--- src/include/icache_cfg.svh ---
`ifndef ICACHE_CFG_SVH
`define ICACHE_CFG_SVH

////////////////////
// fetch bus and address widths
////////////////////

// width of one fetch bus beat, which is also one cache word
`define XLEN 32

// physical address width seen by the PC stage and the fetch bus
`define PA_BITS 32

////////////////////
// instruction cache geometry
////////////////////

// one line is 8 bus words or 16 halfwords
`define ICACHE_BLOCKLEN 256

// a single direct-mapped way of 1 KiB holds 32 lines
`define ICACHE_WAYSIZE 1024

`endif
--- src/pcStage.sv ---
`timescale 1ns/1ns
`include "icache_cfg.svh"

module pcStage (
  input  logic                clk,
  input  logic                reset,
  input  logic                stall,
  input  logic                compressed,
  input  logic                redirect,
  input  logic [`PA_BITS-1:0] redirectPc,
  output logic [`PA_BITS-1:0] pcNext,
  output logic [`PA_BITS-1:0] pcCurrent
);

  localparam logic [`PA_BITS-1:0] halfStep = 2;
  localparam logic [`PA_BITS-1:0] wordStep = 4;

  logic [`PA_BITS-1:0] instrSize;
  logic [`PA_BITS-1:0] pcSeq;

  ////////////////////
  // next PC
  ////////////////////

  // compressed instructions are one halfword long, all others two
  assign instrSize = compressed ? halfStep : wordStep;
  assign pcSeq     = pcCurrent + instrSize;

  // pcNext also feeds the cache index, and the cache only uses it
  // in a cycle that accepts an instruction, which is when redirect counts
  assign pcNext = redirect ? redirectPc : pcSeq;

  ////////////////////
  // current PC
  ////////////////////

  // stall covers both a downstream hold and a cache miss or spill
  always_ff @(posedge clk) begin
    if (reset) begin
      pcCurrent <= '0;
    end else if (!stall) begin
      pcCurrent <= pcNext;
    end
  end

endmodule

--- config.mk ---
export PLATFORM = sky130hd
export DESIGN_NAME = pcStage
export DESIGN_NICKNAME = d
export VERILOG_FILES = /design/src/pcStage.sv
export VERILOG_INCLUDE_DIRS = /design/src /design/src/include
export SDC_FILE = /design/constraint.sdc
export NUM_CORES = 1
export LEC_CHECK = 0
export BUFFER_PORTS_ARGS = -buffer_cell sky130_fd_sc_hd__buf_4
export CAP_MARGIN = 40
export CELL_PAD_IN_SITES_DETAIL_PLACEMENT = 0
export CELL_PAD_IN_SITES_GLOBAL_PLACEMENT = 1
export CORE_MARGIN = 10
export CORE_UTILIZATION = 37
export CTS_CLUSTER_SIZE = 28
export DETAILED_ROUTE_END_ITERATION = 8
export GPL_TIMING_DRIVEN = 0
export PLACE_DENSITY_LB_ADDON = 0.12
export SYNTH_ARGS = -nofsm -noshare
export SYNTH_HDL_FRONTEND = slang
export SYNTH_SLANG_ARGS = --single-unit
--- constraint.sdc ---
create_clock -name clk -period 4.6 [get_ports clk]
set_input_delay 0.92 -clock clk [delete_from_list [all_inputs] [get_ports clk]]
set_output_delay 0.92 -clock clk [all_outputs]
set_load 0.03 [all_outputs]
==> results.json <==
{
  "crit_type": "input port to primary output",
  "worstSetupStartpointType": "input port",
  "dp_slack_ps": 21.1,
  "p_seq_share_pct": 37.6,
  "die_h_um": 104,
  "initial_core_util_pct": 38.4,
  "cell_internal_pwr_mw": 0.524,
  "fmax_ghz": 0.228,
  "cp.arrival_ps": 3460,
  "synth-edff-count": 0,
  "num_vias": 3167,
  "root_buffer": "clkbuf_8",
  "die_area_mm2": 0.0108,
  "drcViolationCount": 0,
  "ys_ff_latch": 32,
  "dp_hpwl_um": 7740,
  "synthTopCellsByArea": "dfxtp_1, nand2_1, nand3_1",
  "path_clk_slew_ps": 70,
  "power_switching_share_pct": 38.0,
  "grt.total_usage_pct": 18.4,
  "grt_pass1_wl_um": 16400,
  "synthDistinctLibCells": 53,
  "instances_no_fill": 573,
  "synth-seq-area-share_pct": 24.5,
  "gp_congestion": 0.874,
  "path_max_fanout": 8,
  "layout_common_cells": "buf_4, nand2_1, dfxtp_1",
  "clk_latency_ps": 300,
  "slew-limit-headroom_pct": 55.5,
  "min_period_over_period_pct": 95.3,
  "cts_sinks": 32,
  "hold_class": "flip-flop to flip-flop",
  "outcome": "completed",
  "nNetsFinal": 516,
  "h-tree-depth": 2,
  "avgRoutedWirePerCell_um": 18.2,
  "io_buffers": 99,
  "netlist_instances": 370,
  "cts_setup_buffers": 0,
  "core_mm2": 0.00683,
  "cts_tree": "done",
  "first_global_vias": 3075,
  "synth_largest_area_cell": "dfxtp_1",
  "end_kind": "primary output",
  "cts_inserted_buffers": 5,
  "first_iter_violations": 194,
  "max_slew.worst_pin.slew_ps": 668,
  "combPwrFrac_pct": 34.1,
  "grt-ovfl-total": 0,
  "grt_setup_unrepaired": "no",
  "cts_hold_buf": 0,
  "synth_warnings": 0,
  "area_growth_pct": 36.7,
  "dp.cells": 565,
  "antenna_found_initial": 0,
  "drive_gt1_share_pct": 26.4,
  "final.setup.worst_slack_ps": 216,
  "ir_worst_vdd_mv": 0.125,
  "first_pass_iters": 4,
  "ant_nets": 0,
  "worst_clock_skew_ps": 5.26,
  "finalHoldViolations": 0,
  "n_antenna_cell": 0,
  "clockBufferDepth": 2,
  "std_cell_rows": 30,
  "grt_max_degree": 11,
  "fin_setup_tns_ps": 0,
  "required_ps": 3680,
  "drv_cap": 0,
  "reg_top3": "pcCurrent (32)",
  "synthArstFlopShare_pct": 0,
  "pin_count": 101,
  "final_common_cell": "buf_4",
  "regMostFlops": "pcCurrent",
  "leakagePower_nw": 1.46,
  "viasPerCell": 5.53,
  "cts_resized": 0,
  "syn_area_mm2": 0.00262,
  "largest_reg_flops": 32,
  "synth_fp_nets": 410,
  "fin_crit_ps": 4380,
  "power.switching_mw": 0.321,
  "clkPwrFrac_pct": 28.3,
  "drt_wl_total_um": 10400,
  "ys.flop_type": "dfxtp_1",
  "powerDensity_mw_per_mm2": 236,
  "yosysTopAreaCellShare_pct": 24.5,
  "slew_violations": 0,
  "syn_avg_cell_area_um2": 7.08,
  "setup_viol": 0,
  "dieWidth_um": 104
}
==> layer usage <==
layer	global-route usage (%)	share of wire (%)	vias to the layer above	routed length, um
li1	-	-	1556	-
met5	0	0	-	0
met1	22.6	45	1479	4660
met2	30.3	48	114	4960
met3	4.21	6.1	18	637
met4	6.86	1.7	0	182
==> worst max-delay path: stages <==
cell and delay, ps:
buf_4 100, ha_1 170, inv_1 60, fa_1 410, nand4b_1 370, nor2_2 410, nand3_1 230, o311ai_0 530
buf_4 260
==> logic make-up after synthesis <==
family	Yosys count	share of synthesized area, %
simple gates	166	33.5
compound gates	101	24.6
buf+inv	40	6.06
flops	32	24.5
xor+xnor	23	7.69
mux	5	2.01
fa+ha+maj	3	1.72
==> through the flow <==
| step | cell area, um2 | total power [mW] | utilization [%] | hold WS [ps] |
|---|---|---|---|---|
| 6_report | 3580 | 0.845 | 52.4 | 537 |
| 2_1_floorplan | 2620 | 0.489 | - | 632 |
| 5_1_grt | 3580 | 0.882 | 52.4 | 553 |
| 3_5_place_dp | 3480 | 0.612 | 51.0 | 525 |
| 3_3_place_gp | 3480 | 0.611 | 51.0 | 512 |
| 4_1_cts | 3570 | 0.849 | 52.3 | 538 |
==> worst paths after layout <==
path                 from             to  slack (ps)  depth (start not counted)
max            compressed     pcNext[13]         220                          9
min          pcCurrent[0]   pcCurrent[0]         540                          2
max reg2reg  pcCurrent[1]  pcCurrent[17]        1940                          9
min reg2reg  pcCurrent[0]   pcCurrent[0]         540                          2
==> synthesized netlist by cell type (all sizes together) (2+ instances only) <==
cell,count
clkbuf,24
a211oi,3
mux2,2
o31a,3
o32ai,5
and3,7
xor2,16
o211ai,3
o21ai,29
a41oi,2
nor2,30
a31oi,9
or2,3
inv,10
nand3,35
nor2b,3
mux2i,3
nor3,6
ha,2
dfxtp,32
or3,6
nand4,13
o22ai,2
buf,6
a21oi,20
xnor2,7
nand2,48
a22oi,8
nand2b,3
a21o,10
nor4,6
==> power groups by stage <==
stage                     Combinational [mW]  Clock [mW]  Sequential [mW]
final                                  0.288       0.239            0.318
after global routing                   0.310       0.251            0.321
after CTS                              0.290       0.243            0.317
after detailed placement               0.289           0            0.323
after global placement                 0.288           0            0.323
after floorplan                        0.141           0            0.349
==> final cells by class <==
class / count / area, um2
fillers: 721 / 3250
flip-flops and latches: 32 / 641
inverters: 10 / 37.5
well taps: 96 / 120
plain buffers: 30 / 123
multi-input cells: 298 / 1830
repair buffers: 99 / 743
clock buffers: 8 / 90.1
No activity file was read; power rests on OpenSTA's default activity.
